[src/ime_settings.svh]
`ifndef IME_SETTINGS_SVH
`define IME_SETTINGS_SVH

`default_nettype none

// mv component widths, x covers -64..63 and y covers -32..31
`define IME_MV_WIDTH_X 7
`define IME_MV_WIDTH_Y 6

// usable window sits this far inside the full mv range
`define IME_WIN_MARGIN 4

// original block rows fetched before the search
`define IME_INIT_ROWS 32

// mv cost width and pixel depth
`define IME_C_MV_WIDTH 10
`define IME_PIXEL_WIDTH 8

`default_nettype wire

`endif

[src/ime_geom_pkg.sv]
`include "ime_settings.svh"
`default_nettype none

package ime_geom_pkg;

  // signed mv components
  typedef logic signed [`IME_MV_WIDTH_X-1:0] mv_x_t;
  typedef logic signed [`IME_MV_WIDTH_Y-1:0] mv_y_t;

  // search positions, one bit of headroom over the mv
  typedef logic signed [`IME_MV_WIDTH_X:0] pos_x_t;
  typedef logic signed [`IME_MV_WIDTH_Y:0] pos_y_t;

  // pattern half-lengths
  typedef logic [`IME_MV_WIDTH_X-2:0] len_x_t;
  typedef logic [`IME_MV_WIDTH_Y-2:0] len_y_t;

  // slope of the pattern edge, vertical uses length y as is
  typedef enum logic [1:0] {
    SLOPE_HALF = 2'd0,
    SLOPE_ONE  = 2'd1,
    SLOPE_TWO  = 2'd2,
    SLOPE_VERT = 2'd3
  } slope_e;

  typedef struct packed {
    mv_x_t      center_x;
    mv_y_t      center_y;
    len_x_t     len_x;
    len_y_t     len_y;
    slope_e     slope;
    logic [5:0] qp;
  } ime_cfg_t;

endpackage

`default_nettype wire

[src/ime_scan_pkg.sv]
`include "ime_settings.svh"
`default_nettype none

package ime_scan_pkg;

  typedef enum logic [1:0] {
    ST_IDLE   = 2'd0,
    ST_SETTLE = 2'd1,
    ST_INIT   = 2'd2,
    ST_BUSY   = 2'd3
  } scan_state_e;

  // also used for the snake direction, which is only down or up
  typedef enum logic [1:0] {
    REF_DOWN  = 2'd0,
    REF_UP    = 2'd1,
    REF_RIGHT = 2'd2
  } ref_dir_e;

  typedef struct packed {
    scan_state_e                        state;
    ime_geom_pkg::pos_x_t               cur_x;
    ime_geom_pkg::pos_y_t               cur_y;
    logic [$clog2(`IME_INIT_ROWS)-1:0]  init_row;
    ref_dir_e                           dir;
    // last point of a column
    logic                               turn;
  } scan_pos_t;

  typedef struct packed {
    logic       en;
    logic [5:0] x;
    logic [5:0] y;
  } ori_port_t;

  typedef struct packed {
    ref_dir_e                  dir;
    logic                      hor_en;
    logic [`IME_MV_WIDTH_X:0]  hor_x;
    logic [`IME_MV_WIDTH_Y:0]  hor_y;
    logic                      ver_en;
    // vertical port is transposed, x carries the row offset
    logic [`IME_MV_WIDTH_Y:0]  ver_x;
    logic [`IME_MV_WIDTH_X:0]  ver_y;
  } ref_port_t;

  typedef struct packed {
    logic                        valid;
    ime_geom_pkg::mv_x_t         mv_x;
    ime_geom_pkg::mv_y_t         mv_y;
    logic [`IME_C_MV_WIDTH-1:0]  cost;
  } mv_stat_t;

endpackage

`default_nettype wire

[src/ime_cfg_regs.sv]
`default_nettype none

module ime_cfg_regs (
  input  logic                   clk,
  input  logic                   rstn,
  input  logic                   start_i,
  input  logic                   idle_i,
  input  ime_geom_pkg::ime_cfg_t cfg_i,
  output ime_geom_pkg::ime_cfg_t cfg_o
);

  logic load;

  // a start outside idle belongs to no run
  assign load = start_i && idle_i;

  // ------------------------------
  // held search configuration
  // ------------------------------
  // stays fixed from settle through the last busy cycle, so the
  // inputs are free to move on once start is taken
  always_ff @(posedge clk or negedge rstn) begin
    if (!rstn) begin
      cfg_o <= '0;
    end else if (load) begin
      cfg_o <= cfg_i;
    end
  end

endmodule

`default_nettype wire

[src/ime_scan_ctrl.sv]
`include "ime_settings.svh"
`default_nettype none

module ime_scan_ctrl (
  input  logic                    clk,
  input  logic                    rstn,
  input  logic                    start_i,
  input  ime_geom_pkg::ime_cfg_t  cfg_i,
  output logic                    idle_o,
  output ime_scan_pkg::scan_pos_t pos_o,
  output logic                    done_o
);

  import ime_geom_pkg::*;
  import ime_scan_pkg::*;

  // half range minus margin, 60 for x and 28 for y
  localparam pos_x_t WIN_X = pos_x_t'((1 << (`IME_MV_WIDTH_X - 1)) - `IME_WIN_MARGIN);
  localparam pos_y_t WIN_Y = pos_y_t'((1 << (`IME_MV_WIDTH_Y - 1)) - `IME_WIN_MARGIN);
  localparam int LAST_ROW = `IME_INIT_ROWS - 1;

  scan_state_e state_q;
  scan_state_e state_d;

  pos_x_t                            cur_x_q;
  pos_y_t                            cur_y_q;
  logic [$clog2(`IME_INIT_ROWS)-1:0] row_q;
  ref_dir_e                          dir_q;

  pos_x_t sw_left;
  pos_x_t sw_right;
  pos_y_t sw_up;
  pos_y_t sw_down;
  pos_x_t pt_left;
  pos_x_t pt_right;
  pos_y_t pt_up;
  pos_y_t pt_down;
  pos_x_t abs_x;
  pos_x_t start_col;

  // two extra bits so the doubled slope edge cannot wrap
  logic signed [`IME_MV_WIDTH_X+1:0] sp_diff;
  logic signed [`IME_MV_WIDTH_X+1:0] sp_lim;

  logic reach_x;
  logic reach_up;
  logic reach_dn;
  logic reach_y;
  logic init_end;
  logic busy_end;

  // ------------------------------
  // boundaries
  // ------------------------------
  assign sw_right = WIN_X - cfg_i.center_x;
  assign sw_left  = -WIN_X - cfg_i.center_x;
  assign sw_down  = WIN_Y - cfg_i.center_y;
  assign sw_up    = -WIN_Y - cfg_i.center_y;

  assign pt_right = pos_x_t'(cfg_i.len_x);
  assign pt_left  = -pt_right;
  assign pt_down  = pos_y_t'(cfg_i.len_y);
  assign pt_up    = -pt_down;

  assign abs_x   = (cur_x_q < 0) ? -cur_x_q : cur_x_q;
  assign sp_diff = pt_right - abs_x;

  always_comb begin
    case (cfg_i.slope)
      SLOPE_HALF: sp_lim = sp_diff >>> 1;
      SLOPE_ONE:  sp_lim = sp_diff;
      SLOPE_TWO:  sp_lim = sp_diff <<< 1;
      default:    sp_lim = pt_down;
    endcase
  end

  assign start_col = (sw_left > pt_left) ? sw_left : pt_left;

  assign reach_x  = (cur_x_q >= sw_right) || (cur_x_q >= pt_right);
  assign reach_dn = (cur_y_q >= sw_down) || (cur_y_q >= pt_down) || (cur_y_q >= sp_lim);
  assign reach_up = (cur_y_q <= sw_up) || (cur_y_q <= pt_up) || (cur_y_q <= -sp_lim);
  assign reach_y  = (dir_q == REF_UP) ? reach_up : reach_dn;

  assign init_end = (int'(row_q) == LAST_ROW);
  assign busy_end = reach_x && reach_y;

  // ------------------------------
  // state machine
  // ------------------------------
  always_comb begin
    state_d = state_q;
    case (state_q)
      ST_IDLE: begin
        if (start_i) begin
          state_d = ST_SETTLE;
        end
      end
      ST_SETTLE: state_d = ST_INIT;
      ST_INIT: begin
        if (init_end) begin
          state_d = ST_BUSY;
        end
      end
      default: begin
        if (busy_end) begin
          state_d = ST_IDLE;
        end
      end
    endcase
  end

  always_ff @(posedge clk or negedge rstn) begin
    if (!rstn) begin
      state_q <= ST_IDLE;
      done_o  <= 1'b0;
    end else begin
      state_q <= state_d;
      done_o  <= (state_q == ST_BUSY) && busy_end;
    end
  end

  // snake walk, one point per busy cycle
  always_ff @(posedge clk or negedge rstn) begin
    if (!rstn) begin
      cur_x_q <= '0;
      cur_y_q <= '0;
      row_q   <= '0;
      dir_q   <= REF_DOWN;
    end else begin
      case (state_q)
        ST_SETTLE: begin
          cur_x_q <= start_col;
          cur_y_q <= '0;
          row_q   <= '0;
          dir_q   <= REF_DOWN;
        end
        ST_INIT: begin
          // wraps back to 0 on the last row
          row_q <= row_q + 1'b1;
        end
        ST_BUSY: begin
          if (reach_y) begin
            cur_x_q <= cur_x_q + pos_x_t'(1);
            dir_q   <= (dir_q == REF_UP) ? REF_DOWN : REF_UP;
          end else if (dir_q == REF_UP) begin
            cur_y_q <= cur_y_q - pos_y_t'(1);
          end else begin
            cur_y_q <= cur_y_q + pos_y_t'(1);
          end
        end
        default: begin
        end
      endcase
    end
  end

  assign idle_o = (state_q == ST_IDLE);

  always_comb begin
    pos_o.state    = state_q;
    pos_o.cur_x    = cur_x_q;
    pos_o.cur_y    = cur_y_q;
    pos_o.init_row = row_q;
    pos_o.dir      = dir_q;
    pos_o.turn     = (state_q == ST_BUSY) && reach_y;
  end

endmodule

`default_nettype wire

[src/ime_ref_addr.sv]
`include "ime_settings.svh"
`default_nettype none

module ime_ref_addr (
  input  logic                    clk,
  input  logic                    rstn,
  input  ime_geom_pkg::ime_cfg_t  cfg_i,
  input  ime_scan_pkg::scan_pos_t pos_i,
  output ime_scan_pkg::ori_port_t ori_o,
  output ime_scan_pkg::ref_port_t ref_o
);

  import ime_geom_pkg::*;
  import ime_scan_pkg::*;

  // mv 0 maps to the middle of the reference memory
  localparam pos_x_t HALF_X = pos_x_t'(1 << (`IME_MV_WIDTH_X - 1));
  localparam pos_y_t HALF_Y = pos_y_t'(1 << (`IME_MV_WIDTH_Y - 1));
  localparam int BLK = `IME_INIT_ROWS;

  pos_x_t    off_x;
  pos_y_t    off_y;
  pos_y_t    off_ini;
  ori_port_t ori_d;
  ref_port_t ref_d;

  assign off_x   = HALF_X + cfg_i.center_x + pos_i.cur_x;
  assign off_y   = HALF_Y + cfg_i.center_y + pos_i.cur_y;
  assign off_ini = HALF_Y + cfg_i.center_y + pos_y_t'(pos_i.init_row);

  always_comb begin
    ori_d = '0;
    ref_d = '0;
    case (pos_i.state)
      ST_INIT: begin
        ori_d.en     = 1'b1;
        ori_d.y      = 6'(pos_i.init_row);
        ref_d.hor_en = 1'b1;
        ref_d.hor_x  = off_x;
        ref_d.hor_y  = off_ini;
      end
      ST_BUSY: begin
        if (pos_i.turn) begin
          // new column enters from the right
          ref_d.dir    = REF_RIGHT;
          ref_d.ver_en = 1'b1;
          ref_d.ver_x  = off_y;
          ref_d.ver_y  = off_x + pos_x_t'(BLK);
        end else begin
          ref_d.dir    = pos_i.dir;
          ref_d.hor_en = 1'b1;
          ref_d.hor_x  = off_x;
          // row just above the block, or just below it
          ref_d.hor_y  = (pos_i.dir == REF_UP) ? off_y - pos_y_t'(1) : off_y + pos_y_t'(BLK);
        end
      end
      default: begin
      end
    endcase
  end

  always_ff @(posedge clk or negedge rstn) begin
    if (!rstn) begin
      ori_o <= '0;
      ref_o <= '0;
    end else begin
      ori_o <= ori_d;
      ref_o <= ref_d;
    end
  end

endmodule

`default_nettype wire

[src/ime_mv_cost.sv]
`include "ime_settings.svh"
`default_nettype none

module ime_mv_cost (
  input  logic                    clk,
  input  logic                    rstn,
  input  ime_geom_pkg::ime_cfg_t  cfg_i,
  input  ime_scan_pkg::scan_pos_t pos_i,
  output ime_scan_pkg::mv_stat_t  stat_o
);

  import ime_geom_pkg::*;
  import ime_scan_pkg::*;

  localparam int LAMBDA_W   = 7;
  localparam int BITS_W     = 5;
  localparam int PROD_W     = LAMBDA_W + BITS_W + 1;
  localparam int COST_SHIFT = 8 - `IME_PIXEL_WIDTH;
  localparam logic [`IME_C_MV_WIDTH-1:0] COST_MAX = '1;

  pos_x_t                   sum_x;
  pos_y_t                   sum_y;
  logic [`IME_MV_WIDTH_X:0] abs_x;
  logic [`IME_MV_WIDTH_Y:0] abs_y;
  logic [BITS_W-1:0]        bits_x;
  logic [BITS_W-1:0]        bits_y;
  logic [LAMBDA_W-1:0]      lambda;
  logic [PROD_W-1:0]        cost_raw;
  logic                     busy;
  mv_stat_t                 stat_d;

  // 1 for zero, else 7 plus two per bit above the lsb
  function automatic logic [BITS_W-1:0] mv_bits(input logic [`IME_MV_WIDTH_X:0] a);
    logic [BITS_W-1:0] n;
    n = BITS_W'(1);
    for (int i = 0; i <= `IME_MV_WIDTH_X; i++) begin
      if (a[i]) begin
        n = BITS_W'(7 + 2 * i);
      end
    end
    return n;
  endfunction

  // ------------------------------
  // candidate mv
  // ------------------------------
  assign busy  = (pos_i.state == ST_BUSY);
  assign sum_x = pos_i.cur_x + cfg_i.center_x;
  assign sum_y = pos_i.cur_y + cfg_i.center_y;
  assign abs_x = (sum_x < 0) ? -sum_x : sum_x;
  assign abs_y = (sum_y < 0) ? -sum_y : sum_y;

  assign bits_x = mv_bits(abs_x);
  assign bits_y = mv_bits(($bits(abs_x))'(abs_y));

  // lambda per qp, zero past 51
  always_comb begin
    case (cfg_i.qp) inside
      [6'd0:6'd15]:  lambda = 7'd1;
      [6'd16:6'd19]: lambda = 7'd2;
      [6'd20:6'd22]: lambda = 7'd3;
      [6'd23:6'd25]: lambda = 7'd4;
      6'd26:         lambda = 7'd5;
      6'd27, 6'd28:  lambda = 7'd6;
      6'd29:         lambda = 7'd7;
      6'd30:         lambda = 7'd8;
      6'd31:         lambda = 7'd9;
      6'd32:         lambda = 7'd10;
      6'd33:         lambda = 7'd11;
      6'd34:         lambda = 7'd13;
      6'd35:         lambda = 7'd14;
      6'd36:         lambda = 7'd16;
      6'd37:         lambda = 7'd18;
      6'd38:         lambda = 7'd20;
      6'd39:         lambda = 7'd23;
      6'd40:         lambda = 7'd25;
      6'd41:         lambda = 7'd29;
      6'd42:         lambda = 7'd32;
      6'd43:         lambda = 7'd36;
      6'd44:         lambda = 7'd40;
      6'd45:         lambda = 7'd45;
      6'd46:         lambda = 7'd51;
      6'd47:         lambda = 7'd57;
      6'd48:         lambda = 7'd64;
      6'd49:         lambda = 7'd72;
      6'd50:         lambda = 7'd81;
      6'd51:         lambda = 7'd91;
      default:       lambda = 7'd0;
    endcase
  end

  assign cost_raw = (lambda * (bits_x + bits_y)) >> COST_SHIFT;

  // ------------------------------
  // status register
  // ------------------------------
  always_comb begin
    stat_d = '0;
    if (busy) begin
      stat_d.valid = 1'b1;
      stat_d.mv_x  = mv_x_t'(sum_x);
      stat_d.mv_y  = mv_y_t'(sum_y);
      stat_d.cost  = (cost_raw > COST_MAX) ? COST_MAX : cost_raw[`IME_C_MV_WIDTH-1:0];
    end
  end

  always_ff @(posedge clk or negedge rstn) begin
    if (!rstn) begin
      stat_o <= '0;
    end else begin
      stat_o <= stat_d;
    end
  end

endmodule

`default_nettype wire

[src/ime_addressing.sv]
`default_nettype none

module ime_addressing (
  input  logic                    clk,
  input  logic                    rstn,
  input  logic                    start_i,
  input  ime_geom_pkg::ime_cfg_t  cfg_i,
  output logic                    done_o,
  output ime_scan_pkg::ori_port_t ori_o,
  output ime_scan_pkg::ref_port_t ref_o,
  output ime_scan_pkg::mv_stat_t  stat_o
);

  import ime_geom_pkg::*;
  import ime_scan_pkg::*;

  ime_cfg_t  cfg_held;
  scan_pos_t scan_pos;
  logic      idle;

  ime_cfg_regs u_cfg_regs (
    .clk     (clk),
    .rstn    (rstn),
    .start_i (start_i),
    .idle_i  (idle),
    .cfg_i   (cfg_i),
    .cfg_o   (cfg_held)
  );

  ime_scan_ctrl u_scan_ctrl (
    .clk     (clk),
    .rstn    (rstn),
    .start_i (start_i),
    .cfg_i   (cfg_held),
    .idle_o  (idle),
    .pos_o   (scan_pos),
    .done_o  (done_o)
  );

  // both consumers see the same position and register one cycle later
  ime_ref_addr u_ref_addr (
    .clk   (clk),
    .rstn  (rstn),
    .cfg_i (cfg_held),
    .pos_i (scan_pos),
    .ori_o (ori_o),
    .ref_o (ref_o)
  );

  ime_mv_cost u_mv_cost (
    .clk    (clk),
    .rstn   (rstn),
    .cfg_i  (cfg_held),
    .pos_i  (scan_pos),
    .stat_o (stat_o)
  );

endmodule

`default_nettype wire

[config.mk]
export PLATFORM = sky130hd
export DESIGN_NAME = ime_addressing
export DESIGN_NICKNAME = d
export VERILOG_FILES = /design/src/ime_geom_pkg.sv /design/src/ime_scan_pkg.sv /design/src/ime_cfg_regs.sv /design/src/ime_scan_ctrl.sv /design/src/ime_ref_addr.sv /design/src/ime_mv_cost.sv /design/src/ime_addressing.sv
export VERILOG_INCLUDE_DIRS = /design/src
export SDC_FILE = /design/constraint.sdc
export NUM_CORES = 1
export LEC_CHECK = 0
export BUFFER_PORTS_ARGS = -buffer_cell sky130_fd_sc_hd__clkbuf_2
export CAP_MARGIN = 20
export CORE_UTILIZATION = 40
export CTS_CLUSTER_SIZE = 14
export DETAILED_ROUTE_END_ITERATION = 7
export PLACE_DENSITY = 0.59
export REMOVE_ABC_BUFFERS = 1
export SLEW_MARGIN = 20
export SYNTH_ARGS = -nofsm -noshare
export SYNTH_HDL_FRONTEND = slang
export SYNTH_HIERARCHICAL = 1
export SYNTH_SLANG_ARGS = --single-unit
[constraint.sdc]
create_clock -name clk -period 18.5 [get_ports clk]
set_input_delay 0.925 -clock clk [delete_from_list [all_inputs] [get_ports clk]]
set_output_delay 0.925 -clock clk [all_outputs]
set_load 0.02 [all_outputs]
==> results.py, run 1 <==
metrics = {
    "final_layout": {
        "final_common_cell": "ha_1",
        "final_cells": 1695,
        "area_delta_synth_final_pct": 11.7,
        "nets": 1517,
        "nFillCells": 2695,
        "design_area_um2": 12700,
        "final_cell_mix": "ha_1 (154), dfrtp_1 (120), inv_1 (112), nor2_1 (112), clkbuf_2 (98)",
        "final_core_util_pct": 45.6,
        "drive_gt1_share_pct": 16.2,
        "diodes": 0,
    },
    "grt": {
        "grt_antenna_before_repair": 0,
        "first_global_vias": 8579,
        "grt_first_pass_wirelength_um": 44100,
        "grt_start_max_net_pins": 71,
        "gr-total-overflow": 0,
        "grt.total_usage_pct": 19.1,
    },
    "die": {
        "rows": 61,
        "fp.dieArea_um2": 29100,
        "die_height_um": 171,
        "floorplan.initialDensity_pct": 40.8,
        "die_x_um": 171,
        "core_area_um2": 27900,
        "ios": 107,
    },
    "setup_path": {
        "reg2reg_slack_ps": 10430,
        "required_ps": 18810,
        "end_kind": "register",
        "critPathArrivalTime_ps": 8380,
        "cp-start-kind": "register",
        "crit_type": "reg -> reg",
        "worst-path-max-fanout": 13,
        "cp_slowest_cell": "dfrtp_1",
        "crit_path_max_incr_delay_ps": 670,
        "crit_top_cell": "fa_1",
    },
    "cts": {
        "path_clk_slew_ps": 70,
        "root_buffer": "clkbuf_16",
        "numCtsBuffers": 17,
        "cts_setup_buffers": 0,
        "ctsResizeCount": 0,
        "cts.sinks": 120,
        "cts_tree": "yes",
        "hold_buffers": 0,
        "cts_max_level": 4,
        "clock_latency_ps": 430,
        "cts.path.max_buffers": 2,
    },
    "routing": {
        "ant_nets": 0,
        "post_drt_wl_per_cell_um": 15.7,
        "drc": 0,
        "first_iter_violations": 600,
        "drt_pass1_iterations": 5,
        "vias_per_cell": 5.20,
        "vias": 8809,
        "routed_wl_um": 26500,
    },
    "sta": {
        "finalSetupViolCount": 0,
        "worst_pin_slew_ps": 838,
        "skew_ps": 18.0,
        "rsz0062_at_grt": "false",
        "setup_tns_ps": 0,
        "fin_crit_sh_pct": 43.6,
        "hold_viol": 0,
        "slew-limit-headroom_pct": 44.1,
        "clock.fmax_mhz": 124,
        "slew_violations": 0,
        "min_period_ps": 8070,
    },
    "synth": {
        "synth_cell_type_count": 95,
        "synthArstFlopShare_pct": 100,
        "postSynthAreaPerCell_um2": 9.34,
        "synth_edf_count": 0,
        "synth.top_cell.area_share_pct": 26.4,
        "yosys.area.top_type": "dfrtp_1",
        "synth-seq-cells": 120,
        "synth.area.top_cells": "dfrtp_1 (26%), ha_1 (17%), xnor2_1 (4.4%)",
        "synthCells": 1216,
        "syn-cell-area_um2": 11400,
        "synth-seq-area-share_pct": 26.4,
        "synth_ff_type": "dfrtp_1",
        "yosysWarningCount": 6,
    },
    "placement": {
        "hpwl_um": 20200,
        "post-place-cells": 1663,
        "gp_congestion": 0.860,
        "postPlaceCellArea_um2": 12100,
        "portBuffers": 99,
    },
    "hold_path": {
        "hold_class": "reg -> reg",
    },
    "outcome": {
        "status": "complete, no violations",
    },
    "flow_run": {
        "max_cap_viol_count": 0,
    },
}
Yosys cell counts, types with 5 or more instances:
cell type  instances
a2111oi_0          6
a211oi_1          11
a21o_1            24
a21oi_1           71
a22o_1             7
and2_1            22
and3_1            13
buf_2              6
buf_4             11
clkbuf_1          18
dfrtp_1          120
fa_1              24
ha_1             154
inv_1            112
mux2_2             5
mux2_4            30
mux2i_1           17
nand2_1           56
nand2b_1          22
nand3_1           29
nand3b_1           5
nand4_1           10
nor2_1           112
nor2b_1           16
nor3_1            17
nor4_1             6
o2111ai_1          7
o21a_1            15
o21ai_0           43
o21bai_1          10
o22ai_1           15
or2_2              8
or3_1              5
xnor2_1           57
xor2_1            32
final timing paths:
check                      cells after the start              startpoint              endpoint
max                                           28  u_scan_ctrl/cur_x_q[3]   u_mv_cost/stat_o[5]
min                                            1    u_cfg_regs/cfg_o[11]  u_cfg_regs/cfg_o[11]
max reg2reg                                   28  u_scan_ctrl/cur_x_q[3]   u_mv_cost/stat_o[5]
min reg2reg                                    1    u_cfg_regs/cfg_o[11]  u_cfg_regs/cfg_o[11]
max in group asynchronous                      2                    rstn   u_mv_cost/stat_o[9]
min in group asynchronous                      1                    rstn  u_cfg_regs/cfg_o[15]
stage by stage:
stage	hold slack, ps	setup slack, ps
after detailed placement	507	10460
after CTS	523	10420
after global routing	531	9830
after global placement	501	10560
after floorplan	481	11280
final	520	10430
cell type report:
type | instances | area [um^2] | share of cell area (%)
multi-input combinational | 949 | 7690 | 60.6
sequential | 120 | 3000 | 23.7
timing repair buffer | 103 | 528 | 4.16
tap | 378 | 473 | 3.73
clock buffer | 17 | 425 | 3.35
inverter | 113 | 424 | 3.34
clock inverter | 15 | 150 | 1.18
worst max-delay path: cells and delay by family (launching register included):
| kind | cells | cell delay (ps) |
|---|---|---|
| AOI/OAI and AO/OA | 14 | 3050 |
| buffers and inverters | 2 | 130 |
| xor gates and xnor gates | 3 | 720 |
| adders and majority gates | 7 | 2790 |
| and+or+nand+nor | 2 | 600 |
| DFF | 1 | 670 |
cells by family after synthesis:
family                     synth area share [%]
and+or+nand+nor                            15.4
AOI/OAI and AO/OA                          16.5
adders and majority gates                  21.2
buffers and inverters                      6.09
DFF                                        26.4
xor gates and xnor gates                   7.97
muxes                                      6.35
other                                    0.0661
registers in the layout, summed over array words and instances, names as in the netlist:
name / cells
u_scan_ctrl/cur_y_q: 7
u_ref_addr/ref_o: 34
u_ref_addr/ori_o: 6
u_scan_ctrl/done_o: 1
u_mv_cost/stat_o: 24
u_scan_ctrl/row_q: 5
u_scan_ctrl/state_q: 2
u_scan_ctrl/dir_q: 1
u_cfg_regs/cfg_o: 32
u_scan_ctrl/cur_x_q: 8
per-layer routing:
metal | wire (um) | track usage (%)
met5 | 0 | 0
met2 | 12300 | 31.5
met1 | 13200 | 26.6
met4 | 294 | 4.50
met3 | 735 | 2.29
Power of run 1 is left out: the tool's default activity adds up to more than one toggle a clock period on the data nets, which glitch-free logic cannot reach.
==> inputs of run 2 (changes only) <==
clock period = 7.7 ns   (was 18.5 ns; I/O delays follow)
==> run 2 against run 1 <==
  * Cell area is 3.4% higher
  * Clock skew rose by 1.6 ps
  * Final cell count grew 1.8%
  * Wire length grew 3.3%
  * Worst setup slack got worse by 10000 ps
==> results.py, run 2 (synthesis results as in run 1) <==
metrics = {
    "routing": {
        "routed_wl_um": 27400,
        "drc": 0,
        "vias": 9029,
        "ant_nets": 0,
        "post_drt_wl_per_cell_um": 15.9,
        "first_iter_violations": 417,
        "drt_pass1_iterations": 5,
        "vias_per_cell": 5.23,
    },
    "placement": {
        "hpwl_um": 20900,
        "preCtsSetupSlack_ps": -14.7,
        "portBuffers": 99,
        "gp_congestion": 0.876,
    },
    "cts": {
        "clock_latency_ps": 430,
        "cts.path.max_buffers": 2,
        "numCtsBuffers": 17,
        "cts.sinks": 120,
        "cts_max_level": 4,
        "root_buffer": "clkbuf_16",
        "cts_tree": "yes",
        "path_clk_slew_ps": 70,
    },
    "setup_path": {
        "reg2reg_slack_ps": 360,
        "crit_cells": 29,
        "crit_type": "reg -> reg",
        "end_kind": "register",
        "worst-path-max-fanout": 9,
        "rr_endpoint": "u_mv_cost/stat_o[6]",
        "crit_top_cell": "a21oi_2",
        "cp-startpoint": "u_cfg_regs/cfg_o[26]",
        "critPathTopFamily": "compound AO/OA/AOI/OAI gates",
        "crit_path_max_incr_delay_ps": 550,
        "critPathArrivalTime_ps": 7660,
        "cp-start-kind": "register",
        "crit_path_end": "u_mv_cost/stat_o[6]",
        "reg2reg_depth": 29,
        "r2r-start": "u_cfg_regs/cfg_o[26]",
        "required_ps": 8020,
        "worst-path-buf-inv": 3,
        "cp_slowest_cell": "fa_1",
    },
    "final_layout": {
        "final_cell_mix": "ha_1 (153), dfrtp_1 (119), inv_1 (112), nor2_1 (112), clkbuf_2 (98)",
        "largest_register_ff_count": 34,
        "final_common_cell": "ha_1",
        "nets": 1548,
        "area_delta_synth_final_pct": 15.5,
        "reg.largest.list": "u_ref_addr/ref_o x34, u_cfg_regs/cfg_o x32, u_mv_cost/stat_o x24",
        "diodes": 0,
        "drive_gt1_share_pct": 19.9,
        "top_register": "u_ref_addr/ref_o",
    },
    "sta": {
        "slew_violations": 0,
        "rsz0062_at_grt": "false",
        "min_period_ps": 7340,
        "hold_viol": 0,
        "skew_ps": 19.6,
        "worst_slack_ps": 357,
        "clock.fmax_mhz": 136,
        "finalSetupViolCount": 0,
        "worst_pin_slew_ps": 974,
        "slew-limit-headroom_pct": 35.0,
        "fin_crit_sh_pct": 95.4,
    },
    "die": {
        "rows": 61,
        "ios": 107,
        "floorplan.initialDensity_pct": 40.8,
        "fp.dieArea_um2": 29100,
        "die_height_um": 171,
        "core_area_um2": 27900,
        "die_x_um": 171,
    },
    "grt": {
        "first_global_vias": 8695,
        "grt_antenna_before_repair": 0,
        "grt_start_max_net_pins": 73,
        "gr-total-overflow": 0,
        "grt.total_usage_pct": 19.6,
        "grt_first_pass_wirelength_um": 45000,
    },
    "flow_run": {
        "max_cap_viol_count": 0,
    },
    "outcome": {
        "status": "complete, no violations",
    },
    "hold_path": {
        "hold_class": "in -> async",
    },
}
==> run 2: changes by cell type in the layout (fill, tap and decap cells not counted), sizes merged <==
cell and change:
clkinv +1, inv -3, o2111ai +1, bufinv +3, clkinvlp -1, buf +30
==> run 2: through the flow <==
stage	cells	util (%)	hold WS (ps)	area (um^2)	setup TNS (ps)
after floorplan	1182	-	89.4	11100	0
after global routing	1726	47.1	170	13100	0
after global placement	1692	44.3	499	12300	0
after CTS	1724	46.5	138	13000	0
final	1726	47.1	104	13100	0
after detailed placement	1692	44.3	507	12300	-31.2
==> run 2: area by class of cell <==
cell class	count	area (um^2)
fillers	2702	14700
clock buffers	17	425
inverters	113	424
well taps	378	473
clock inverters	15	190
repair buffers	133	753
multi-input cells	950	7850
flip-flops and latches	120	3000
==> run 2: routing by layer <==
layer	GRT usage (%)	vias up	share of wire (%)
met5	0	-	0
met4	6.19	0	1.6
met3	2.78	28	3.3
met2	32.5	183	47
met1	26.3	4294	48
li1	-	4524	-
==> run 2: how the worst min path moves through the flow <==
stage / to / slack, ps / cells past startpoint
6_report: u_cfg_regs/cfg_o[15] / 100 / 1
5_1_grt: u_cfg_regs/cfg_o[29] / 170 / 2
4_1_cts: u_cfg_regs/cfg_o[15] / 140 / 1
3_5_place_dp: u_cfg_regs/cfg_o[11] / 510 / 1
3_3_place_gp: u_cfg_regs/cfg_o[11] / 500 / 1
2_1_floorplan: u_cfg_regs/cfg_o[0] / 90 / 0
==> run 2: timing repair <==
action,in CTS,in global routing
pin swaps,0,3
endpoints found under the setup margin,10,10
endpoints found under the hold margin,0,0
gates resized for setup,1,28
hold buffers,0,0
cloned,0,1
buffers inserted,0,1
Power of run 2 is left out for the same reason.
